`src/verilog/isa_pkg.sv`:
```
package isa_pkg;

    localparam int XLEN    = 32;
    localparam int SHAMT_W = 5;    // Shift amount bits taken from opb

    // ALU and multiply functions share one encoding space
    typedef enum logic [3:0] {
        ALU_ADD,
        ALU_SUB,
        ALU_AND,
        ALU_OR,
        ALU_XOR,
        ALU_SLT,
        ALU_SLTU,
        ALU_SLL,
        ALU_SRL,
        ALU_SRA,
        ALU_MUL,
        ALU_MULH,
        ALU_MULHSU,
        ALU_MULHU
    } alu_func_e;

    typedef enum logic [2:0] {
        BR_EQ  = 3'b000,
        BR_NE  = 3'b001,
        BR_LT  = 3'b100,
        BR_GE  = 3'b101,
        BR_LTU = 3'b110,
        BR_GEU = 3'b111
    } br_cond_e;

    typedef enum logic [1:0] {
        BK_COND,    // Conditional branch
        BK_JAL,     // Direct jump
        BK_JALR     // Register indirect jump
    } br_kind_e;

endpackage

```
`src/verilog/exec_pkg.sv`:
```
package exec_pkg;

    import isa_pkg::*;

    // Reorder buffer tag carried through every unit
    localparam int TAG_W = 6;

    // Multiplier pipeline depth, 2, 4 or 8
    localparam int MULT_STAGES = 4;

    // Cycles from mult_en to mult_done
    localparam int MULT_LATENCY = MULT_STAGES + 1;

    // Full product width
    localparam int PROD_W = 2 * XLEN;

    // Multiplier bits consumed per stage
    localparam int SLICE_W = PROD_W / MULT_STAGES;

    // Return address step for jumps
    localparam logic [XLEN-1:0] LINK_OFS = 4;

endpackage

```
`src/verilog/branch_unit.sv`:
```
`timescale 1ns/100ps

module branch_unit import isa_pkg::*, exec_pkg::*; (
    input  logic             clock,
    input  logic             reset,
    input  logic [XLEN-1:0]  pc,
    input  logic [XLEN-1:0]  rs1,
    input  logic [XLEN-1:0]  rs2,
    input  logic [XLEN-1:0]  imm,
    input  br_kind_e         kind,
    input  br_cond_e         cond,
    input  logic             branch_en,
    input  logic [TAG_W-1:0] in_tag,
    output logic             take,
    output logic [XLEN-1:0]  target,
    output logic [XLEN-1:0]  link,
    output logic             branch_done,
    output logic [TAG_W-1:0] out_tag
);

    logic [XLEN-1:0]        pc_r;
    logic [XLEN-1:0]        rs1_r;
    logic [XLEN-1:0]        rs2_r;
    logic [XLEN-1:0]        imm_r;
    logic signed [XLEN-1:0] srs1;
    logic signed [XLEN-1:0] srs2;
    logic [XLEN-1:0]        jalr_sum;
    logic                   cond_true;
    br_kind_e               kind_r;
    br_cond_e               cond_r;

    assign srs1     = rs1_r;
    assign srs2     = rs2_r;
    assign jalr_sum = rs1_r + imm_r;

    always_comb begin
        case (cond_r)
            BR_EQ:   cond_true = rs1_r == rs2_r;
            BR_NE:   cond_true = rs1_r != rs2_r;
            BR_LT:   cond_true = srs1 < srs2;
            BR_GE:   cond_true = srs1 >= srs2;
            BR_LTU:  cond_true = rs1_r < rs2_r;
            BR_GEU:  cond_true = rs1_r >= rs2_r;
            default: cond_true = 1'b0;
        endcase
    end

    assign take   = (kind_r == BK_COND) ? cond_true : 1'b1;    // Jumps always taken
    assign target = (kind_r == BK_JALR) ? {jalr_sum[XLEN-1:1], 1'b0} : pc_r + imm_r;
    assign link   = pc_r + LINK_OFS;

    always_ff @(posedge clock) begin
        if (reset) begin
            branch_done <= 1'b0;
            pc_r        <= '0;
            rs1_r       <= '0;
            rs2_r       <= '0;
            imm_r       <= '0;
            kind_r      <= BK_COND;
            cond_r      <= BR_EQ;
            out_tag     <= '0;
        end else begin
            branch_done <= branch_en;
            if (branch_en) begin
                pc_r    <= pc;
                rs1_r   <= rs1;
                rs2_r   <= rs2;
                imm_r   <= imm;
                kind_r  <= kind;
                cond_r  <= cond;
                out_tag <= in_tag;
            end
        end
    end

endmodule

```
`config.mk`:
```
export PLATFORM = sky130hd
export DESIGN_NAME = branch_unit
export DESIGN_NICKNAME = d
export VERILOG_FILES = /design/src/verilog/isa_pkg.sv /design/src/verilog/exec_pkg.sv /design/src/verilog/branch_unit.sv
export SDC_FILE = /design/constraint.sdc
export NUM_CORES = 1
export LEC_CHECK = 0
export BUFFER_PORTS_ARGS = -buffer_cell sky130_fd_sc_hd__clkbuf_2
export CAP_MARGIN = 20
export CORE_ASPECT_RATIO = 0.5
export CORE_UTILIZATION = 35
export DETAILED_ROUTE_END_ITERATION = 8
export PLACE_DENSITY = 0.55
export SLEW_MARGIN = 5
export SYNTH_ARGS = -nofsm -noshare
export SYNTH_HDL_FRONTEND = slang
export SYNTH_SLANG_ARGS = --single-unit
```
`constraint.sdc`:
```
create_clock -name clock -period 3.35 [get_ports clock]
set_input_delay 0.1675 -clock clock [delete_from_list [all_inputs] [get_ports clock]]
set_output_delay 0.1675 -clock clock [all_outputs]
set_load 0.02 [all_outputs]
```
==> out/qor.yml <==
areaGrowthSynthToFinish_pct: 46.1
dp_hpwl_mm: 23.3
critical_path.startpoint: "rs1_r[5]$_SDFFE_PP0P_"
die_area_mm2: 0.0283
start_util_pct: 36.1
yosys-top-cells-area: "dfxtp_1, mux2i_1, ha_1"
worstSetupPathType: "reg2out"
synth_edf_count: 0
startpoint_type: "register"
ios: 214
nets: 1753
firstDrtPassIters: 5
drc: 0
io_buffers: 213
yosys.area.top_type_share_pct: 29.0
cp-end-kind: "primary output"
drtAntennaViolNets: 0
powerDensity_mw_per_mm2: 368
place_congestion: 0.897
report.final.slew_viol_count: 0
drive_above_1_share_pct: 28.3
final_cell_mix: "clkbuf_2, nor2_1, mux2i_1"
ys_types: 60
worst_path_max_delay_cell: "a2111o_1"
synth_fp_nets: 1382
finalPower_mw: 5.20
rr_startpoint: "rs1_r[1]$_SDFFE_PP0P_"
cts_tree: "yes"
hold_path.class: "in2reg"
yosys.area.top_type: "dfxtp_1"
fin_ws_ps: -178
first_global_vias: 9490
ys_warn_count: 0
status: "finished with violations"
finalSetupViolations: 6
vias: 9627
drt_iter0_drc: 555
grt_usage_pct: 22.7
clock_latency_ps: 440
worst_r2r_endpoint: "rs1_r[1]$_SDFFE_PP0P_"
row_count: 42
design_area_mm2: 0.0141
coreArea_mm2: 0.0268
grt_max_degree: 73
cts_sinks: 140
ys_ff_latch: 140
relSlewSlack_pct: 42.9
period_minus_slack_ps: 3530
synthesis.area_mm2: 0.00966
diodes: 0
vdd_drop_max_mv: 0.295
hold_viol: 0
crit_path_cell_trace: "ha_1 > a21o_1 > a21o_1 > a21oi_1 > o21a_1 > o211ai_1 > a221oi_2 > or3_1 > nand3_2 > mux2_4 > a2111o_1 > clkbuf_8"
fin_skew_ps: 0
die_x_um: 237
finalNonFillerCells: 1880
die_h_um: 119
ys.flop_type: "dfxtp_1"
arrival_ps: 3360
seq_area_frac_synth_pct: 29.0
worstMarginPinSlew_ps: 856
grt_overflow: 0
reg2regPathDepth: 3
wl_per_cell_um: 17.2
rsz0062_at_grt: "yes"
root_buffer: "clkbuf_16"
grt_pass1_wl_mm: 50.0
cap_violations: 0
leakagePower_nw: 6.67
dpl_cell_area_mm2: 0.0112
totalWireLength_mm: 32.4
syn_inst: 1144
syn_area_per_cell_um2: 8.45
slowest_delay_ps: 430
cpMostUsedCell: "a21o_1"
antenna_found_initial: 0
crit_fanout: 3
cts.htree.levels: 4
final_common_cell: "clkbuf_2"
regToRegSetupSlack_ps: 2460
crit_required_ps: 3180
cts_buffers: 17
fmax_mhz: 283
place_inst: 1687
violations: "negative setup slack"
cp-endpoint: "take"
ys_async_sr_fraction_pct: 0
period_share_pct: 105
via_per_inst: 5.12
clk_transition_reported_paths_ps: 60
cts.path.max_buffers: 2
## synthesized netlist by cell type (2+ instances only)
cell type,n
a2111o_1,2
a211o_1,4
a211oi_1,10
a21o_1,39
a21oi_1,68
a221oi_2,2
a31o_2,3
a31oi_1,10
and2_1,4
and3_1,10
and4_1,4
buf_1,16
buf_4,2
clkbuf_1,32
dfxtp_1,140
fa_1,2
ha_1,94
inv_1,51
mux2i_1,143
nand2_1,55
nand2b_1,11
nand3_1,21
nand3b_1,3
nand4_1,20
nor2_1,186
nor2b_1,11
nor3_1,10
nor3b_1,2
nor4_1,3
o211a_1,2
o211ai_1,8
o21a_1,11
o21ai_0,38
o21ai_1,6
o21bai_1,6
o22ai_1,4
o31a_1,2
o31ai_1,5
or2_2,6
or3_1,9
xnor2_1,46
xor2_1,25
## repair_timing
action	4_1_cts	5_1_grt
hold buffers	138	0
pin swaps	48	60
endpoints found under the setup margin	17	17
setup buffers	17	6
gates resized for setup	111	91
endpoints found under the hold margin	138	0
## registers in the layout, summed over array words and instances (netlist names)
name,count
kind_r,2
rs2_r,32
branch_done,1
pc_r,32
imm_r,32
rs1_r,32
out_tag,6
cond_r,3
## per-stage QoR
stage / hold WS, ps / TNS [ps] / util, % / setup slack [ps]
global route: 52.3 / -1910 / 52.7 / -346
global placement: 403 / 0 / 41.9 / 30.5
floorplan: 315 / 0 / - / 357
CTS: 9.54 / -543 / 51.3 / -228
finish: 42.4 / -524 / 52.7 / -178
detailed placement: 409 / 0 / 41.9 / 34.9
## worst min path at each step
stage | start | to | slack, ps | cells after the start
3_5_place_dp | rs1[19] | rs1_r[19]$_SDFFE_PP0P_ | 410 | 3
5_1_grt | imm[0] | imm_r[0]$_SDFFE_PP0P_ | 50 | 3
2_1_floorplan | rs2[10] | rs2_r[10]$_SDFFE_PP0P_ | 310 | 2
3_3_place_gp | rs1[5] | rs1_r[5]$_SDFFE_PP0P_ | 400 | 3
4_1_cts | imm[0] | imm_r[0]$_SDFFE_PP0P_ | 10 | 3
6_report | imm[0] | imm_r[0]$_SDFFE_PP0P_ | 40 | 3
## worst max-delay path: cells and delay by family, from the launching register on
kind / cells / cell delay, ps
DFF: 1 / 360
AOI/OAI and AO/OA: 7 / 1520
adders and majority gates: 1 / 320
muxes: 1 / 300
and+or+nand+nor: 2 / 250
buffers and inverters: 1 / 160
## area by class of cell
cell class	count	area (um^2)
tap	352	440
inverter	51	191
timing repair buffer	402	2940
fill	2445	12700
multi-input combinational	903	7120
clock inverter	12	115
clock buffer	20	447
sequential	140	2860
## cell families after synthesis
kind of cell / after synthesis / share of synthesized area, %
fa+ha+maj: 96 / 12.6
xor+xnor: 71 / 6.44
compound gates: 234 / 16.3
simple gates: 358 / 16.8
flops: 140 / 29.0
mux: 144 / 14.9
buf+inv: 101 / 4.00
## per-layer routing
layer	up-vias	global-route usage [%]	wire, um
met5	-	0	0
li1	4806	-	-
met3	37	3.52	1020
met2	190	36.5	14900
met4	0	7.18	597
met1	4594	31.1	15900
## report_power, final
part | total, mW | internal, mW | switching [mW]
combinational | 1.46 | 0.701 | 0.759
clock | 1.84 | 1.04 | 0.796
sequential | 1.90 | 1.77 | 0.128
total | 5.20 | 3.51 | 1.68
Note: power is estimated with default switching activity, not from simulation.
