--- src/verilog/isa_pkg.sv ---
package isa_pkg;

    localparam int XLEN    = 32;
    localparam int SHAMT_W = 5;    // Shift amount bits taken from opb

    // ALU and multiply functions share one encoding space
    typedef enum logic [3:0] {
        ALU_ADD,
        ALU_SUB,
        ALU_AND,
        ALU_OR,
        ALU_XOR,
        ALU_SLT,
        ALU_SLTU,
        ALU_SLL,
        ALU_SRL,
        ALU_SRA,
        ALU_MUL,
        ALU_MULH,
        ALU_MULHSU,
        ALU_MULHU
    } alu_func_e;

    typedef enum logic [2:0] {
        BR_EQ  = 3'b000,
        BR_NE  = 3'b001,
        BR_LT  = 3'b100,
        BR_GE  = 3'b101,
        BR_LTU = 3'b110,
        BR_GEU = 3'b111
    } br_cond_e;

    typedef enum logic [1:0] {
        BK_COND,    // Conditional branch
        BK_JAL,     // Direct jump
        BK_JALR     // Register indirect jump
    } br_kind_e;

endpackage

--- src/verilog/exec_pkg.sv ---
package exec_pkg;

    import isa_pkg::*;

    // Reorder buffer tag carried through every unit
    localparam int TAG_W = 6;

    // Multiplier pipeline depth, 2, 4 or 8
    localparam int MULT_STAGES = 4;

    // Cycles from mult_en to mult_done
    localparam int MULT_LATENCY = MULT_STAGES + 1;

    // Full product width
    localparam int PROD_W = 2 * XLEN;

    // Multiplier bits consumed per stage
    localparam int SLICE_W = PROD_W / MULT_STAGES;

    // Return address step for jumps
    localparam logic [XLEN-1:0] LINK_OFS = 4;

endpackage

--- src/verilog/mult_stages.sv ---
`timescale 1ns/100ps

module mult_stages import isa_pkg::*, exec_pkg::*; (
    input  logic              clock,
    input  logic              reset,
    input  logic [PROD_W-1:0] mcand,
    input  logic [PROD_W-1:0] mplier,
    input  alu_func_e         func,
    input  logic              start,
    input  logic [TAG_W-1:0]  in_tag,
    output logic [XLEN-1:0]   product,
    output logic              done,
    output logic [TAG_W-1:0]  out_tag
);

    // Stage inputs, fed from the ports or the previous stage
    logic [PROD_W-1:0] in_sum    [MULT_STAGES];
    logic [PROD_W-1:0] in_mcand  [MULT_STAGES];
    logic [PROD_W-1:0] in_mplier [MULT_STAGES];
    logic              in_valid  [MULT_STAGES];
    logic [TAG_W-1:0]  in_tag_s  [MULT_STAGES];
    alu_func_e         in_func   [MULT_STAGES];

    // Stage registers
    logic [PROD_W-1:0] sum_q     [MULT_STAGES];
    logic [PROD_W-1:0] mcand_q   [MULT_STAGES];
    logic [PROD_W-1:0] mplier_q  [MULT_STAGES];
    logic              valid_q   [MULT_STAGES];
    logic [TAG_W-1:0]  tag_q     [MULT_STAGES];
    alu_func_e         func_q    [MULT_STAGES];

    always_comb begin
        in_sum[0]    = '0;
        in_mcand[0]  = mcand;
        in_mplier[0] = mplier;
        in_valid[0]  = start;
        in_tag_s[0]  = in_tag;
        in_func[0]   = func;
        for (int i = 1; i < MULT_STAGES; i++) begin
            in_sum[i]    = sum_q[i-1];
            in_mcand[i]  = mcand_q[i-1];
            in_mplier[i] = mplier_q[i-1];
            in_valid[i]  = valid_q[i-1];
            in_tag_s[i]  = tag_q[i-1];
            in_func[i]   = func_q[i-1];
        end
    end

    always_ff @(posedge clock) begin
        if (reset) begin
            for (int i = 0; i < MULT_STAGES; i++) begin
                valid_q[i]  <= 1'b0;
                sum_q[i]    <= '0;
                mcand_q[i]  <= '0;
                mplier_q[i] <= '0;
                tag_q[i]    <= '0;
                func_q[i]   <= ALU_MUL;
            end
        end else begin
            for (int i = 0; i < MULT_STAGES; i++) begin
                valid_q[i]  <= in_valid[i];
                sum_q[i]    <= in_sum[i]
                             + in_mcand[i] * PROD_W'(in_mplier[i][SLICE_W-1:0]);
                mcand_q[i]  <= in_mcand[i] << SLICE_W;     // Next slice weight
                mplier_q[i] <= in_mplier[i] >> SLICE_W;
                tag_q[i]    <= in_tag_s[i];
                func_q[i]   <= in_func[i];
            end
        end
    end

    // Low word for MUL, high word for the MULH variants
    assign product = (func_q[MULT_STAGES-1] == ALU_MUL) ? sum_q[MULT_STAGES-1][XLEN-1:0]
                                                        : sum_q[MULT_STAGES-1][PROD_W-1:XLEN];
    assign done    = valid_q[MULT_STAGES-1];
    assign out_tag = tag_q[MULT_STAGES-1];

endmodule

--- src/verilog/mult_unit.sv ---
`timescale 1ns/100ps

module mult_unit import isa_pkg::*, exec_pkg::*; (
    input  logic             clock,
    input  logic             reset,
    input  logic [XLEN-1:0]  mcand,
    input  logic [XLEN-1:0]  mplier,
    input  alu_func_e        func,
    input  logic             mult_en,
    input  logic [TAG_W-1:0] in_tag,
    output logic [XLEN-1:0]  product,
    output logic             mult_done,
    output logic [TAG_W-1:0] out_tag
);

    logic [XLEN-1:0]   mcand_r;
    logic [XLEN-1:0]   mplier_r;
    logic [TAG_W-1:0]  tag_r;
    logic              start_r;
    logic              mcand_signed;
    logic              mplier_signed;
    logic [PROD_W-1:0] mcand_ext;
    logic [PROD_W-1:0] mplier_ext;
    alu_func_e         func_r;

    always_comb begin
        case (func_r)
            ALU_MUL, ALU_MULH: begin
                mcand_signed  = 1'b1;
                mplier_signed = 1'b1;
            end
            ALU_MULHSU: begin
                mcand_signed  = 1'b1;    // rs1 signed, rs2 unsigned
                mplier_signed = 1'b0;
            end
            default: begin
                mcand_signed  = 1'b0;
                mplier_signed = 1'b0;
            end
        endcase
    end

    assign mcand_ext  = {{XLEN{mcand_signed & mcand_r[XLEN-1]}}, mcand_r};
    assign mplier_ext = {{XLEN{mplier_signed & mplier_r[XLEN-1]}}, mplier_r};

    mult_stages u_stages (
        .clock   (clock),
        .reset   (reset),
        .mcand   (mcand_ext),
        .mplier  (mplier_ext),
        .func    (func_r),
        .start   (start_r),
        .in_tag  (tag_r),
        .product (product),
        .done    (mult_done),
        .out_tag (out_tag)
    );

    always_ff @(posedge clock) begin
        if (reset) begin
            start_r  <= 1'b0;
            mcand_r  <= '0;
            mplier_r <= '0;
            func_r   <= ALU_MUL;
            tag_r    <= '0;
        end else begin
            start_r <= mult_en;
            if (mult_en) begin
                mcand_r  <= mcand;
                mplier_r <= mplier;
                func_r   <= func;
                tag_r    <= in_tag;
            end
        end
    end

endmodule

--- config.mk ---
export PLATFORM = sky130hd
export DESIGN_NAME = mult_unit
export DESIGN_NICKNAME = d
export VERILOG_FILES = /design/src/verilog/isa_pkg.sv /design/src/verilog/exec_pkg.sv /design/src/verilog/mult_stages.sv /design/src/verilog/mult_unit.sv
export SDC_FILE = /design/constraint.sdc
export NUM_CORES = 2
export LEC_CHECK = 0
export BUFFER_PORTS_ARGS = -buffer_cell sky130_fd_sc_hd__buf_2
export CAP_MARGIN = 0
export CORE_MARGIN = 2
export CORE_UTILIZATION = 29
export DETAILED_ROUTE_END_ITERATION = 8
export GPL_ROUTABILITY_DRIVEN = 0
export MAX_ROUTING_LAYER = met4
export SLEW_MARGIN = 30
export SYNTH_ARGS = -nofsm -noshare
export SYNTH_HDL_FRONTEND = slang
export SYNTH_SLANG_ARGS = --single-unit
--- constraint.sdc ---
create_clock -name clock -period 19.8 [get_ports clock]
set_input_delay 0.99 -clock clock [delete_from_list [all_inputs] [get_ports clock]]
set_output_delay 0.99 -clock clock [all_outputs]
set_load 0.02 [all_outputs]
==> impl_metrics.py <==
metrics = {
    "critical_path": {
        "r2r_start": "u_stages.mcand_q[0][15]$_SDFF_PP0_",
        "end_kind": "flip-flop",
        "cp.depth": 22,
        "crit_buf_inv": 5,
        "start_kind": "flip-flop",
        "cpMostUsedCell": "fa_1",
        "reg2reg_slack_ns": 12.47,
        "cp.required_ns": 20.33,
        "crit_end": "u_stages.sum_q[1][60]$_SDFF_PP0_",
        "timing.critical_path.fanout_max": 17,
        "critPathSlowestCell": "dfxtp_1",
        "rr_endpoint": "u_stages.sum_q[1][60]$_SDFF_PP0_",
        "crit_path_max_incr_delay_ns": 0.93,
        "worstSetupStartpoint": "u_stages.mcand_q[0][15]$_SDFF_PP0_",
        "critPathArrivalTime_ns": 7.86,
        "worstPathCellList": "nand2_1 -> fa_1 -> inv_1 -> fa_1 -> inv_1 -> fa_1 -> inv_1 -> fa_1 -> fa_1 -> inv_1 -> fa_1 -> inv_1 -> ha_1 -> and2_4 -> o2111a_2 -> nor4b_4 -> a22oi_4 -> a311oi_4 -> a21oi_2 -> or4_1 -> a21oi_1 -> mux2_1",
        "reg2reg_depth": 22,
        "cpLargestDelayFamily": "adder cells",
        "critPathKind": "flip-flop to flip-flop",
    },
    "grt": {
        "antenna_found_initial": 21,
        "grt_max_degree": 174,
        "grt_pass1_wl_um": 252000,
        "track_usage_pct": 15.0,
        "grt_remaining_overflow": 0,
        "grt_pass1_vias": 46500,
    },
    "pwr": {
        "powerDensity_mw_per_mm2": 47.4,
        "peakVddDrop_uv": 58.8,
        "swShare_pct": 35.6,
        "p_switching_w": 0.00114,
        "finalPower_w": 0.00319,
        "p_leak_nw": 33.1,
        "combPwrFrac_pct": 31.7,
        "clockPowerShare_pct": 34.2,
        "power_frac_seq_pct": 34.0,
        "p_int_w": 0.00205,
    },
    "yosys": {
        "synth_area_mm2": 0.0618,
        "syn_nets": 8452,
        "synth-edff-count": 0,
        "yosysTopAreaCellShare_pct": 43.4,
        "seq_area_frac_synth_pct": 14.9,
        "syn_avg_cell_area_um2": 9.19,
        "async_reset_ff_share_pct": 0,
        "yosysMostFrequentCell": "inv_1",
        "synthTopCellsByArea": "fa_1 43%, dfxtp_1 15%, inv_1 11%, ha_1 6.3%, nand2_1 5.1%",
        "yosys_register_bits": 461,
        "yosys_warnings": 0,
        "synth_area_leader_cell": "fa_1",
        "synth_ff_type": "dfxtp_1",
        "synthCells": 6724,
        "yosys.cell_types.count": 81,
        "synth_common_cells": "1,838 x inv_1, 1,339 x fa_1, 845 x nand2_1, 461 x dfxtp_1, 350 x and2_1",
    },
    "placed_design": {
        "placed_area_mm2": 0.0653,
        "io_buffers": 115,
        "hpwlAfterDp_um": 126000,
    },
    "clock_network": {
        "root_buffer": "clkbuf_16",
        "clk_latency_ns": 0.68,
        "clk_pin_slew_worst_paths_ns": 0.06,
        "cts_sinks": 461,
        "cts_tree": "done",
        "htreeDepth": 2,
        "cts_inserted_buffers": 53,
        "post_cts_resized": 0,
        "clock_path_buffers": 3,
        "cts_hold_buf": 0,
        "cts_setup_buffers": 0,
    },
    "sta": {
        "drv_slew": 0,
        "fmax_ghz": 0.136,
        "finalSetupViolations": 0,
        "fin_worst_skew_ns": 0.0431,
        "tns_ns": 0,
        "hold_viol_final": 0,
        "min_period_ns": 7.33,
        "worst_pin_slew_ns": 1.04,
        "relSlewSlack_pct": 30.8,
        "whs_ns": 0.411,
        "min_period_over_period_pct": 37.0,
        "grt_setup_unrepaired": "false",
    },
    "cells_and_area": {
        "drive_gt1_share_pct": 5.13,
        "nNetsFinal": 8392,
        "fin_area_mm2": 0.0673,
        "fin_util_pct": 31.7,
        "area_growth_pct": 8.85,
    },
    "routing": {
        "drc": 16,
        "drtPass1Iterations": 7,
        "drtAntennaViolNets": 0,
        "wl_met1_um": 69600,
        "wirelength_um": 155000,
        "via_per_inst": 4.37,
        "vias": 41700,
        "wl_met3_um": 9020,
        "wl_met2_um": 73700,
        "routed.top_layer": "met4",
        "wl_per_cell_um": 16.3,
        "first_iter_violations": 2441,
    },
    "floorplanning": {
        "die_area_mm2": 0.217,
        "start_util_pct": 29.1,
        "die_w_um": 466,
        "dieHeight_um": 466,
        "core-area_mm2": 0.212,
        "rows": 169,
        "io_pins": 116,
    },
    "run": {
        "drv_cap": 0,
    },
    "hold_path": {
        "hold_depth": 1,
        "hold_path.class": "flip-flop to flip-flop",
    },
    "status": {
        "violations": "DRC",
        "outcome": "finished with violations",
    },
}
[registers in the layout (all words and copies together) (netlist names)]
register           flops
u_stages.sum_q       242
u_stages.mcand_q      81
mcand_r               32
mplier_r              32
u_stages.tag_q        24
u_stages.mplier_q     19
u_stages.func_q       16
tag_r                  6
func_r                 4
u_stages.valid_q       4
start_r                1
[area by class of cell]
cell class / instances / area, um2
fillers: 22000 / 145000
repair buffers: 164 / 968
flip-flops and latches: 461 / 9250
inverters: 1838 / 6900
clock buffers: 65 / 1420
well taps: 2821 / 3530
multi-input cells: 4146 / 44700
diodes: 13 / 32.5
clock inverters: 33 / 534
[cells in the final DEF (no fill, tap or decap), types with 107 or more instances in the layout]
| cell type | count |
|---|---|
| dfxtp_1 | 447 |
| buf_2 | 113 |
| and2_1 | 350 |
| nor2b_1 | 269 |
| fa_1 | 1339 |
| nand2_1 | 845 |
| ha_1 | 312 |
| a21oi_1 | 107 |
| nor2_1 | 239 |
| inv_1 | 1837 |
[per-layer routing]
layer	vias up	GRT usage, %
li1	19100	-
met3	211	2.28
met2	1044	24.7
met5	-	-
met1	21300	19.6
met4	0	3.09
[power groups by stage]
stage	sequential [W]	combinational [W]	clock [W]
detailed placement	0.00111	0.00102	0
floorplan	0.00105	0.000766	0
CTS	0.00109	0.00102	0.00113
global placement	0.00110	0.00100	0
finish	0.00109	0.00101	0.00109
global route	0.00109	0.00116	0.00116
[stage by stage]
step / setup slack [ns] / cells
2_1_floorplan: 13.21 / 6724
3_3_place_gp: 12.18 / 9430
3_5_place_dp: 12.40 / 9430
4_1_cts: 12.38 / 9528
5_1_grt: 12.10 / 9539
6_report: 12.47 / 9541
[worst min-delay path by stage]
stage,slack (ns),end,start
6_report,0.41,u_stages.func_q[2][3]$_SDFF_PP1_,u_stages.func_q[1][3]$_SDFF_PP1_
5_1_grt,0.43,u_stages.func_q[3][3]$_SDFF_PP1_,u_stages.func_q[2][3]$_SDFF_PP1_
4_1_cts,0.41,u_stages.func_q[2][3]$_SDFF_PP1_,u_stages.func_q[1][3]$_SDFF_PP1_
3_5_place_dp,0.40,u_stages.func_q[2][3]$_SDFF_PP1_,u_stages.func_q[1][3]$_SDFF_PP1_
3_3_place_gp,0.40,u_stages.func_q[2][3]$_SDFF_PP1_,u_stages.func_q[1][3]$_SDFF_PP1_
2_1_floorplan,0.39,u_stages.func_q[1][1]$_SDFF_PP1_,u_stages.func_q[0][1]$_SDFF_PP1_
[kinds of logic after synthesis]
group	after synthesis	synth area share, %
adders and majority gates	1655	49.7
xor gates and xnor gates	159	2.25
DFF	461	14.9
muxes	115	1.94
buffers and inverters	2117	12.9
AOI/OAI and AO/OA	365	3.92
and+or+nand+nor	1852	14.3
Power figures use the tool's default switching activity.
