--- src/verilog/isa_pkg.sv ---
package isa_pkg;

    localparam int XLEN    = 32;
    localparam int SHAMT_W = 5;    // Shift amount bits taken from opb

    // ALU and multiply functions share one encoding space
    typedef enum logic [3:0] {
        ALU_ADD,
        ALU_SUB,
        ALU_AND,
        ALU_OR,
        ALU_XOR,
        ALU_SLT,
        ALU_SLTU,
        ALU_SLL,
        ALU_SRL,
        ALU_SRA,
        ALU_MUL,
        ALU_MULH,
        ALU_MULHSU,
        ALU_MULHU
    } alu_func_e;

    typedef enum logic [2:0] {
        BR_EQ  = 3'b000,
        BR_NE  = 3'b001,
        BR_LT  = 3'b100,
        BR_GE  = 3'b101,
        BR_LTU = 3'b110,
        BR_GEU = 3'b111
    } br_cond_e;

    typedef enum logic [1:0] {
        BK_COND,    // Conditional branch
        BK_JAL,     // Direct jump
        BK_JALR     // Register indirect jump
    } br_kind_e;

endpackage

--- src/verilog/exec_pkg.sv ---
package exec_pkg;

    import isa_pkg::*;

    // Reorder buffer tag carried through every unit
    localparam int TAG_W = 6;

    // Multiplier pipeline depth, 2, 4 or 8
    localparam int MULT_STAGES = 4;

    // Cycles from mult_en to mult_done
    localparam int MULT_LATENCY = MULT_STAGES + 1;

    // Full product width
    localparam int PROD_W = 2 * XLEN;

    // Multiplier bits consumed per stage
    localparam int SLICE_W = PROD_W / MULT_STAGES;

    // Return address step for jumps
    localparam logic [XLEN-1:0] LINK_OFS = 4;

endpackage

--- src/verilog/alu.sv ---
`timescale 1ns/100ps

module alu import isa_pkg::*, exec_pkg::*; (
    input  logic             clock,
    input  logic             reset,
    input  logic [XLEN-1:0]  opa,
    input  logic [XLEN-1:0]  opb,
    input  alu_func_e        func,
    input  logic             alu_en,
    input  logic [TAG_W-1:0] in_tag,
    output logic [XLEN-1:0]  result,
    output logic             alu_done,
    output logic [TAG_W-1:0] out_tag
);

    logic [XLEN-1:0]        opa_r;
    logic [XLEN-1:0]        opb_r;
    logic signed [XLEN-1:0] sopa;
    logic signed [XLEN-1:0] sopb;
    logic [SHAMT_W-1:0]     shamt;
    alu_func_e              func_r;

    assign sopa  = opa_r;
    assign sopb  = opb_r;
    assign shamt = opb_r[SHAMT_W-1:0];    // Upper bits ignored

    always_comb begin
        case (func_r)
            ALU_ADD:  result = opa_r + opb_r;
            ALU_SUB:  result = opa_r - opb_r;
            ALU_AND:  result = opa_r & opb_r;
            ALU_OR:   result = opa_r | opb_r;
            ALU_XOR:  result = opa_r ^ opb_r;
            ALU_SLT:  result = {{(XLEN-1){1'b0}}, sopa < sopb};
            ALU_SLTU: result = {{(XLEN-1){1'b0}}, opa_r < opb_r};
            ALU_SLL:  result = opa_r << shamt;
            ALU_SRL:  result = opa_r >> shamt;
            ALU_SRA:  result = sopa >>> shamt;    // Sign fills from the left
            default:  result = '0;
        endcase
    end

    always_ff @(posedge clock) begin
        if (reset) begin
            alu_done <= 1'b0;
            opa_r    <= '0;
            opb_r    <= '0;
            func_r   <= ALU_ADD;
            out_tag  <= '0;
        end else begin
            alu_done <= alu_en;
            if (alu_en) begin
                opa_r   <= opa;
                opb_r   <= opb;
                func_r  <= func;
                out_tag <= in_tag;
            end
        end
    end

endmodule

--- config.mk ---
export PLATFORM = sky130hd
export DESIGN_NAME = alu
export DESIGN_NICKNAME = d
export VERILOG_FILES = /design/src/verilog/isa_pkg.sv /design/src/verilog/exec_pkg.sv /design/src/verilog/alu.sv
export SDC_FILE = /design/constraint.sdc
export NUM_CORES = 1
export LEC_CHECK = 0
export BUFFER_PORTS_ARGS = -buffer_cell sky130_fd_sc_hd__buf_2
export CAP_MARGIN = 20
export CORE_MARGIN = 3
export CORE_UTILIZATION = 45
export CTS_CLUSTER_SIZE = 28
export DETAILED_ROUTE_END_ITERATION = 16
export PLACE_DENSITY = 0.69
export SLEW_MARGIN = 0
export SYNTH_ARGS = -nofsm -noshare
export SYNTH_HDL_FRONTEND = slang
export SYNTH_SLANG_ARGS = --single-unit
--- constraint.sdc ---
create_clock -name clock -period 7.23 [get_ports clock]
set_clock_uncertainty 0.1 [all_clocks]
set_input_delay 1.0845 -clock clock [delete_from_list [all_inputs] [get_ports clock]]
set_output_delay 1.0845 -clock clock [all_outputs]
set_load 0.02 [all_outputs]
==> results by group, run 1 <==
Final layout
  • Antenna cells: 0
  • P&R area growth vs syn: 8.29%
  • Non-Filler Instances: 1824
  • Commonest non-fill, non-tap cell in the layout: nor2_1
  • Util after Layout: 50.4%
  • FILL cells: 2402
  • Most frequent cells in the layout: 241 x nor2_1, 126 x o21ai_0, 116 x a21oi_1
  • Share of layout cells above drive strength 1: between 10% and 20%
  • Net count, final: ~1700

Placed design
  • GP Congestion: 1.01
  • Post-DP HPWL: 33100 um
  • Placed insts: 1808
  • IO Port Bufs: around 120

Worst setup path
  • Crit Path Max Fanout: 12
  • Worst Path Required: 6.05 ns
  • CP Launch Type: register
  • Crit path DAT: 4.21 ns
  • Crit end category: output pin
  • Critical path class: reg2out

STA
  • Setup TNS: 0 ns
  • Hold slack: 0.387 ns
  • Slew HR: 37.3%
  • RSZ-0062 raised after global routing: false
  • Hold violation count in the final report: 0
  • Worst-Margin Slew: 0.941 ns
  • Minimum clock period: about 5.4 ns
  • Final setup viols: 0
  • Period utilization: roughly 75%
  • Fin. max-slew vios: 0
  • Fmax: 185 MHz

Min path
  • HP Class: reg2reg

Routing
  • Total wire length: between 40000 and 50000 um
  • DRC: 0
  • DR iter-0 viols: 1356
  • Total number of vias: 11756
  • Routed length per placed instance: 24.0 um
  • TritonRoute pass-1 iters: 5
  • Routed vias/inst: between 6 and 7
  • Final antenna-violating net count: 0

Clocking
  • Clock slew at reported path FFs: 0.07 ns
  • H-tree depth: 3
  • Clock Tree Buf Depth: 2
  • Cts repair resizes: 0
  • Postcts setup bufs: 0
  • CTS tree: done
  • # clock sinks: 75
  • Clk_lat worst skew: 0.36 ns
  • CTS Buf Count: 9
  • Hold-fix buffers, CTS: 0
  • Root Buffer: clkbuf_16

Synth
  • Post-synth EDFFs: 0
  • Synth warn: 0
  • Count of cell types in the netlist: 86
  • Avg Inst Size Synth: 7.55 sq um
  • Mapped Nets: 1648
  • Register area share after synthesis: 13.5%
  • Synthesized flop and latch total: 75
  • Synth Flop Type: dfxtp_1
  • Cells after Synth: around 1500
  • Post-synth ARST share: 0%
  • Mapped Area: 11100 sq um

GRT
  • First-pass GRT wire length: approximately 66000 um
  • Vias in the first global route: 10867
  • Antenna violations before repair: 0
  • Largest net degree at the start of global routing: 80
  • Congestion Overflow GR: 0
  • Tot GR Track Use: 32.4%

Die
  • Core area: 23900 sq um
  • Die ar.: 26600 sq um
  • Die span in x: 163 um
  • Ports: 116
  • Die height: 163 um
  • Std cell rows: 56
  • Initial core utilization: 46.5%

Power
  • Logic pwr share: between 40 and 50%
  • Sequential share of power: 27.2%
  • Internal power: 986 uW
  • Max VDD drop: 0.000159 V
  • Sw frac: 45.3%
  • Part of the power in the clock network: 25.4%
  • Pwr/cell area: 150 nW/um^2
  • Leakage: 0.00501 uW
  • Total power: 1800 uW
  • Psw: 818 uW

Flow run
  • Max Cap Viol: 0

Outcome
  • Status: finished clean
==> kinds of logic after synthesis <==
logic type,share of synthesized area [%]
AOI/OAI and AO/OA,27.0
adders and majority gates,11.3
and+or+nand+nor,17.2
xor gates and xnor gates,1.81
DFF,13.5
buffers and inverters,8.05
muxes,21.2
==> worst max-delay path, cell delays in order (launching register included) <==
cell and delay (ns):
dfxtp_1 0.66, inv_1 0.10, ha_1 0.54, nor2b_1 0.11, nor4_1 0.20, o21ai_0 0.24, a32oi_1 0.56, o311a_1 0.31
o31a_1 0.18, nor3_1 0.06, or4_1 0.50, o211ai_1 0.16, buf_2 0.22
==> flip-flops by register name, summed over array words and instances (netlist names) <==
| signal | flops |
|---|---|
| alu_done | 1 |
| out_tag | 6 |
| opa_r | 32 |
| func_r | 4 |
| opb_r | 32 |
==> metal layers <==
layer | global-route usage (%) | part of all wire, % | vias up
met2 | 48.7 | 43 | 600
met3 | 6.34 | 9.9 | 71
met4 | 8.23 | 2.6 | 0
li1 | - | - | 5415
met1 | 47.4 | 44 | 5670
met5 | 0 | 0 | -
==> cell type report <==
| class | instances | area (sq um) | share of cell area, % |
|---|---|---|---|
| clock inverters | 6 | 40.0 | 0.333 |
| repair buffers | 139 | 758 | 6.30 |
| multi-input cells | 1175 | 8720 | 72.5 |
| flip-flops and latches | 75 | 1510 | 12.6 |
| clock buffers | 10 | 229 | 1.90 |
| well taps | 319 | 399 | 3.32 |
| inverters | 100 | 375 | 3.12 |
==> path summary, 6_finish.rpt <==
check        startpoint         end  slack, ns  depth (start not counted)
max reg2reg    opb_r[0]    opb_r[0]       5.59                          3
min          out_tag[4]  out_tag[4]       0.39                          2
min reg2reg  out_tag[4]  out_tag[4]       0.39                          2
max            opa_r[6]  result[21]       1.83                         12
==> through the flow <==
stage                     setup WS (ns)  area [sq um]
final                              1.83         12000
after global placement             2.40         11800
after detailed placement           2.38         11800
after CTS                          1.95         12000
after global routing               1.65         12000
after floorplan                    2.40         11100
==> power by group through the flow <==
| stage | Sequential, uW | Combinational [uW] | Clock (uW) |
|---|---|---|---|
| after global placement | 496 | 836 | 0 |
| after floorplan | 477 | 596 | 0 |
| after CTS | 488 | 836 | 466 |
| after detailed placement | 498 | 832 | 0 |
| final | 491 | 855 | 458 |
| after global routing | 495 | 919 | 485 |
==> cell usage after synthesis, types with 12 or more instances <==
cell type  count  area (sq um)
a211oi_1      27           203
mux2i_1      105          1050
nor2_1       241           905
a221oi_1      16           140
o21ai_0      126           631
nand3_1       23           115
inv_1         97           364
a21o_1        12          90.1
o211ai_1      20           150
mux4_2        55          1240
buf_2         21           105
or3_1         13          81.3
a21oi_1      116           581
xnor2_1       20           175
dfxtp_1       75          1500
clkbuf_1      84           315
ha_1          97          1210
nor3_1        30           150
nand2_1       75           282
(Power assumes the default switching activity.)
==> run 2, diff against run 1 <==
ABC_AREA = 1   (was not set)
PLACE_DENSITY = 0.71   (was 0.69)
clock period = 4.49 ns   (was 7.23 ns; I/O delays follow)
==> results by group, run 2 <==
GRT
  • Congestion Overflow GR: 0 (unchanged)
  • First-pass GRT wire length: 89200 um (was 66400 um)
  • Vias in the first global route: 15231 (was 10867)
  • Largest net degree at the start of global routing: 79 (was 80)
  • Antenna violations before repair: 0 (unchanged)
  • Tot GR Track Use: 38.2% (was 32.4%)

STA
  • Final setup viols: 0 (unchanged)
  • Hold slack: 0.362 ns (was 0.387 ns)
  • Slew HR: 47.4% (was 37.3%)
  • Period utilization: 95.0%
  • RSZ-0062 raised after global routing: false (unchanged)
  • Hold violation count in the final report: 0 (unchanged)
  • Minimum clock period: approximately 4.3 ns
  • Setup TNS: 0 ns (unchanged)
  • Fmax: 234 MHz
  • Worst-Margin Slew: 0.788 ns (was 0.941 ns)
  • Fin. max-slew vios: 0 (unchanged)

Synth
  • Area share of the leading cell type in the synthesized netlist: 22.1% (was 13.5%)
  • Synth area leaders: nand2_1 22%, nand3_1 17%, dfxtp_1 12% (was dfxtp_1 14%, mux4_2 11%, ha_1 11%)
  • Mapped Nets: 2532 (was 1648)
  • Cells after Synth: 2356 (was 1472)
  • Synth Flop Type: dfxtp_1 (unchanged)
  • Register area share after synthesis: 11.9% (was 13.5%)
  • Commonest cells post-synth: 744 x nand2_1, 418 x nand3_1, 283 x inv_1 (was 241 x nor2_1, 126 x o21ai_0, 116 x a21oi_1)
  • Mapped Area: 12600 sq um (was 11100 sq um)
  • Count of cell types in the netlist: 44 (was 86)
  • Synthesized flop and latch total: 75 (unchanged)
  • Avg Inst Size Synth: 5.36 sq um (was 7.55 sq um)
  • Top cell type by total area after synthesis: nand2_1 (was dfxtp_1)
  • Most common cell in the netlist: nand2_1 (was nor2_1)
  • Synth warn: 0 (unchanged)
  • Post-synth ARST share: 0% (unchanged)
  • Post-synth EDFFs: 0 (unchanged)

Worst setup path
  • Crit end category: output pin (unchanged)
  • Slowest CP cell: o21bai_1 (was dfxtp_1)
  • Crit path DAT: 3.49 ns (was 4.21 ns)
  • CP Launch Type: register (unchanged)
  • Crit-path cells: ha_1 -> fa_1 -> nand2_1 -> nand3_1 -> nand2_1 -> o21bai_1 -> nand2_1 -> nand2_1 -> nand2_1 -> nand3_1 -> nand4_1 -> buf_2 (was inv_1 -> ha_1 -> nor2b_1 -> nor4_1 -> o21ai_0 -> a32oi_1 -> o311a_1 -> o31a_1 -> nor3_1 -> or4_1 -> o211ai_1 -> buf_2)
  • Crit Path Max Fanout: 4 (was 12)
  • Critical path's most frequent cell: nand2_1
  • CP Buf/Inv Count: 1 (was 2)
  • Worst Path Required: 3.72 ns (was 6.05 ns)
  • Critical path class: reg2out (unchanged)
  • Top Family by Delay on Critical Path: simple AND/OR/NAND/NOR gates (was compound AO/OA/AOI/OAI gates)
  • Largest stage delay on the critical path: 0.51 ns (was 0.66 ns)

Placed design
  • Post-DP HPWL: 48300 um (was 33100 um)
  • GP Congestion: 1.05 (was 1.01)
  • IO Port Bufs: 115 (unchanged)

Final layout
  • Largest regs: opa_r: 32 flops, opb_r: 32 flops, out_tag: 6 flops (unchanged)
  • Most frequent cells in the layout: 744 x nand2_1, 418 x nand3_1, 283 x inv_1 (was 241 x nor2_1, 126 x o21ai_0, 116 x a21oi_1)
  • Net count, final: 2554 (was 1676)
  • Antenna cells: 0 (unchanged)
  • Commonest non-fill, non-tap cell in the layout: nand2_1 (was nor2_1)
  • Share of layout cells above drive strength 1: 7.76% (was 15.9%)
  • P&R area growth vs syn: 6.57% (was 8.29%)

Clocking
  • Postcts setup bufs: 0 (unchanged)
  • Clock slew at reported path FFs: 0.07 ns (about the same)
  • # clock sinks: 75 (unchanged)
  • Clk_lat worst skew: 0.36 ns (about the same)
  • CTS tree: done (unchanged)
  • Clock Tree Buf Depth: 2 (unchanged)
  • H-tree depth: 3 (unchanged)
  • Root Buffer: clkbuf_16 (unchanged)
  • CTS Buf Count: 9 (unchanged)

Power
  • Max VDD drop: 0.000165 V (was 0.000159 V)
  • Pwr/cell area: 250 nW/um^2 (was 150 nW/um^2)
  • Leakage: 0.00709 uW (was 0.00501 uW)

Routing
  • Final antenna-violating net count: 0 (unchanged)
  • Routed vias/inst: 6.01 (was 6.45)
  • TritonRoute pass-1 iters: 9 (was 5)
  • DR iter-0 viols: 2443 (was 1356)
  • Total number of vias: 16556 (was 11756)
  • Routed length per placed instance: 21.9 um (was 24.0 um)
  • DRC: 0 (unchanged)
  • Total wire length: 60400 um (was 43900 um)

Die
  • Std cell rows: 60 (was 56)
  • Ports: 116 (unchanged)
  • Core area: 27300 sq um (was 23900 sq um)
  • Die height: 174 um (was 163 um)
  • Initial core utilization: 46.3% (was 46.5%)
  • Die ar.: 30100 sq um (was 26600 sq um)
  • Die span in x: 174 um (was 163 um)

Min path
  • HP Class: reg2reg (unchanged)

Outcome
  • Status: finished clean (unchanged)

Flow run
  • Max Cap Viol: 0 (unchanged)
-- run 2: cell count changes after synthesis, sizes merged, moves of 17 or more --
cell	change
o21ai	-75
mux2i	-105
inv	+203
buf	+46
a211oi	+43
a221oi	-17
xnor2	-20
nand2	+676
a21oi	-38
mux4	-55
nand3	+397
clkbuf	-50
nand4	+26
-- run 2: report_power, final --
part	total, uW	switching [uW]	leakage, uW	internal [uW]
Sequential	778	66.3	0.000625	712
Clock	726	351	0.000125	376
Combinational	1870	1350	0.00634	512
Total	3370	1770	0.00709	1600
-- run 2: cells by family after synthesis --
family          share of synthesized area, %
compound gates                          13.5
xor+xnor                               0.208
fa+ha+maj                               9.93
buf+inv                                 13.9
flops                                   11.9
simple gates                            50.6
-- run 2: worst paths after layout --
path / start / endpoint / slack (ns) / depth (start not counted)
worst max-delay path: opb_r[0] / result[16] / 0.22 / 12
worst max register to register: opb_r[1] / opb_r[1] / 2.93 / 3
worst min-delay path: out_tag[5] / out_tag[5] / 0.36 / 2
worst min register to register: out_tag[5] / out_tag[5] / 0.36 / 2
-- run 2: worst min-delay path: stages (launching register included) --
cell	delay [ns]
dfxtp_1	0.31
nand2_1	0.06
a21oi_1	0.05
-- run 2: layout make-up --
class,instances,area [sq um]
clock inverters,6,41.3
inverters,302,1150
multi-input cells,1861,9380
repair buffers,129,693
fillers,3061,13800
clock buffers,10,229
flip-flops and latches,75,1510
well taps,372,465
-- run 2: per-stage QoR --
stage | setup slack [ns] | instance area [sq um] | util [%] | cells | total power, uW
after floorplan | 1.42 | 12600 | - | 2356 | 1990
after global placement | 0.625 | 13200 | 48.4 | 2739 | 2580
after detailed placement | 0.686 | 13200 | 48.4 | 2739 | 2580
after CTS | 0.301 | 13500 | 49.4 | 2755 | 3290
after global routing | 0.0669 | 13500 | 49.4 | 2755 | 3530
final | 0.225 | 13500 | 49.4 | 2755 | 3370
-- run 2: per-layer routing --
metal  vias to the layer above  wire length (um)  GRT usage (%)
met2                       992             26500           60.3
met3                       188              6210           5.02
li1                       7721                 -              -
met1                      7655             24700           51.7
met4                         0              2980           17.2
met5                         -                 0              0
-- run 2: timing repair --
item	CTS	global route
resized for setup	0	1
setup endpoints to repair	0	1
hold buffers	0	0
==> run 3, diff against run 2 <==
--- a/config.mk
+++ b/config.mk
@@ -11,7 +11,8 @@
 export CORE_MARGIN = 3
 export CORE_UTILIZATION = 45
+export CTS_BUF_LIST = sky130_fd_sc_hd__clkbuf_2
 export CTS_CLUSTER_SIZE = 28
 export DETAILED_ROUTE_END_ITERATION = 16
-export PLACE_DENSITY = 0.71
+export PLACE_DENSITY = 0.68
 export SLEW_MARGIN = 0
 export SYNTH_ARGS = -nofsm -noshare
==> constraint.sdc (replaced) <==
create_clock -name clock -period 4.7 [get_ports clock]
set_clock_uncertainty 0.1 [all_clocks]
set_input_delay 0.705 -clock clock [delete_from_list [all_inputs] [get_ports clock]]
set_output_delay 0.705 -clock clock [all_outputs]
set_load 0.01 [all_outputs]
==> results by group, run 3 (synthesis gave the netlist of run 2 again) <==
Outcome
  • Status: finished clean (unchanged)

Clocking
  • Hold-fix buffers, CTS: 0 (unchanged)
  • Postcts setup bufs: 0 (unchanged)
  • CTS Buf Count: 9 (unchanged)
  • CTS tree: done (unchanged)
  • Clk_lat worst skew: 0.63 ns (was 0.36 ns)
  • Clock slew at reported path FFs: 0.30 ns (was 0.07 ns)
  • H-tree depth: 3 (unchanged)
  • Clock Tree Buf Depth: 2 (unchanged)
  • Cts repair resizes: 0 (unchanged)
  • # clock sinks: 75 (unchanged)
  • Root Buffer: clkbuf_2 (was clkbuf_16)

Worst setup path
  • Crit Path Max Fanout: 42 (was 4)
  • Largest stage delay on the critical path: 0.45 ns (was 0.51 ns)
  • CP Launch Type: register (unchanged)
  • Crit end category: output pin (unchanged)
  • Critical path class: reg2out (unchanged)
  • Crit-path cells: inv_4 -> ha_1 -> nand3_1 -> nand3_1 -> nand2_1 -> nand3_1 -> nand2_1 -> nand3_1 -> nand2_1 -> nand3_1 -> nand2_1 -> inv_1 -> nand2_1 -> buf_2 (was ha_1 -> fa_1 -> nand2_1 -> nand3_1 -> nand2_1 -> o21bai_1 -> nand2_1 -> nand2_1 -> nand2_1 -> nand3_1 -> nand4_1 -> buf_2)
  • R2r startpoint: opb_r[0] (was opb_r[1])
  • Register-to-register setup slack: 3.28 ns (was 2.93 ns)
  • CP startpoint: opb_r[1] (was opb_r[0])
  • Worst Path Required: 3.89 ns (was 3.72 ns)
  • Slowest CP cell: dfxtp_2 (was o21bai_1)
  • Worst r2r path cells: 2 (was 3)
  • Reg-to-Reg End: opb_r[0] (was opb_r[1])
  • Crit path DAT: 3.69 ns (was 3.49 ns)

Placed design
  • Placed insts: 2741 (was 2739)
  • GP Congestion: 1.05 (about the same)
  • IO Port Bufs: 115 (unchanged)
  • Post-DP HPWL: 50100 um (was 48300 um)

STA
  • Minimum clock period: 4.49 ns
  • Slew HR: 48.3% (was 47.4%)
  • Fin. max-slew vios: 0 (unchanged)
  • Setup TNS: 0 ns (unchanged)
  • Worst-Margin Slew: 0.776 ns (was 0.788 ns)
  • Fmax: roughly 220 MHz
  • Period utilization: 95.6%
  • Hold violation count in the final report: 0 (unchanged)
  • RSZ-0062 raised after global routing: false (unchanged)
  • Final setup viols: 0 (unchanged)

Min path
  • HP Class: in2reg (was reg2reg)
  • Worst Hold Endpoint: out_tag[0] (was out_tag[5])
  • Hold Startpoint: in_tag[0] (was out_tag[5])
  • Hold Path Cell Cnt: 3 (was 2)

Final layout
  • Most frequent cells in the layout: 744 x nand2_1, 418 x nand3_1, 283 x inv_1 (unchanged)
  • Net count, final: 2556 (was 2554)
  • P&R area growth vs syn: 5.93% (was 6.57%)
  • Share of layout cells above drive strength 1: 7.88% (was 7.76%)
  • Non-Filler Instances: 2758 (was 2755)
  • Largest regs: opa_r: 32 flops, opb_r: 32 flops, out_tag: 6 flops (unchanged)
  • Commonest non-fill, non-tap cell in the layout: nand2_1 (unchanged)
  • FILL cells: 3122 (was 3061)

Routing
  • Final antenna-violating net count: 0 (unchanged)
  • Routed vias/inst: 5.97 (was 6.01)
  • Total number of vias: 16471 (was 16556)
  • DRC: 0 (unchanged)
  • Total wire length: 62100 um (was 60400 um)
  • DR iter-0 viols: 2414 (was 2443)
  • TritonRoute pass-1 iters: 6 (was 9)
  • Routed length per placed instance: 22.5 um (was 21.9 um)

GRT
  • First-pass GRT wire length: 91000 um (was 89200 um)
  • Vias in the first global route: 15194 (was 15231)
  • Antenna violations before repair: 2 (was 0)
  • Tot GR Track Use: 39.1% (was 38.2%)
  • Largest net degree at the start of global routing: 78 (was 79)
  • Congestion Overflow GR: 0 (unchanged)

Die
  • Initial core utilization: 46.3% (unchanged)
  • Core area: 27300 sq um (unchanged)
  • Ports: 116 (unchanged)
  • Die height: 174 um (unchanged)
  • Die span in x: 174 um (unchanged)
  • Die ar.: 30100 sq um (unchanged)
  • Std cell rows: 60 (unchanged)

Power
  • Pwr/cell area: 226 nW/um^2 (was 250 nW/um^2)
  • Leakage: 0.00707 uW (was 0.00709 uW)
  • Max VDD drop: 0.000143 V (was 0.000165 V)

Flow run
  • Max Cap Viol: 0 (unchanged)
run 3: changes by cell type in the layout (fill, tap and decap cells not counted), sizes merged:
cell / delta
buf: +2
bufinv: +3
clkinvlp: -3
diode: +1
run 3: routing by layer:
metal / vias to the layer above / track usage [%] / part of all wire (%)
met5: - / 0 / 0.013
met3: 151 / 7.07 / 11
li1: 7728 / - / -
met4: 2 / 17.6 / 4.8
met2: 978 / 61.2 / 44
met1: 7612 / 52.3 / 41
run 3: final cells by class:
cell class | count | area [sq um] | area share (%)
timing repair buffer | 131 | 721 | 5.39
tap | 372 | 465 | 3.48
clock inverter | 6 | 113 | 0.842
clock buffer | 10 | 50.0 | 0.374
sequential | 75 | 1500 | 11.2
multi-input combinational | 1861 | 9380 | 70.1
inverter | 302 | 1150 | 8.57
antenna | 1 | 2.50 | 0.0187
run 3: worst max path at each step:
| stage | endpoint | slack (ns) | depth (start not counted) |
|---|---|---|---|
| 2_1_floorplan | result[0] | 1.65 | 16 |
| 3_3_place_gp | result[23] | 1.01 | 14 |
| 3_5_place_dp | result[23] | 1.08 | 14 |
| 4_1_cts | result[23] | 0.33 | 14 |
| 5_1_grt | result[13] | 0.04 | 13 |
| 6_report | result[23] | 0.21 | 14 |
run 3: critical path: cells and delay by family, from the launching register on:
kind	cells	cell delay, ns
flip-flops	1	0.45
adder cells (fa/ha/maj)	1	0.37
buffers and inverters	3	0.62
AND/OR/NAND/NOR	10	1.57
run 3: power by group:
group | total [uW] | switching [uW] | internal [uW]
clock network | 534 | 300 | 233
registers | 746 | 63.4 | 683
logic | 1740 | 1250 | 492
run 3: per-stage QoR:
stage          power [uW]  worst slack (ns)  utilization (%)  hold WS (ns)  cell area [sq um]
2_1_floorplan        1850              1.65                -         0.384              12600
3_3_place_gp         2430              1.01             48.5         0.344              13200
3_5_place_dp         2430              1.08             48.5         0.351              13200
4_1_cts              2960             0.331             49.1         0.155              13400
5_1_grt              3190            0.0448             49.1         0.163              13400
6_report             3020             0.207             49.1         0.159              13400
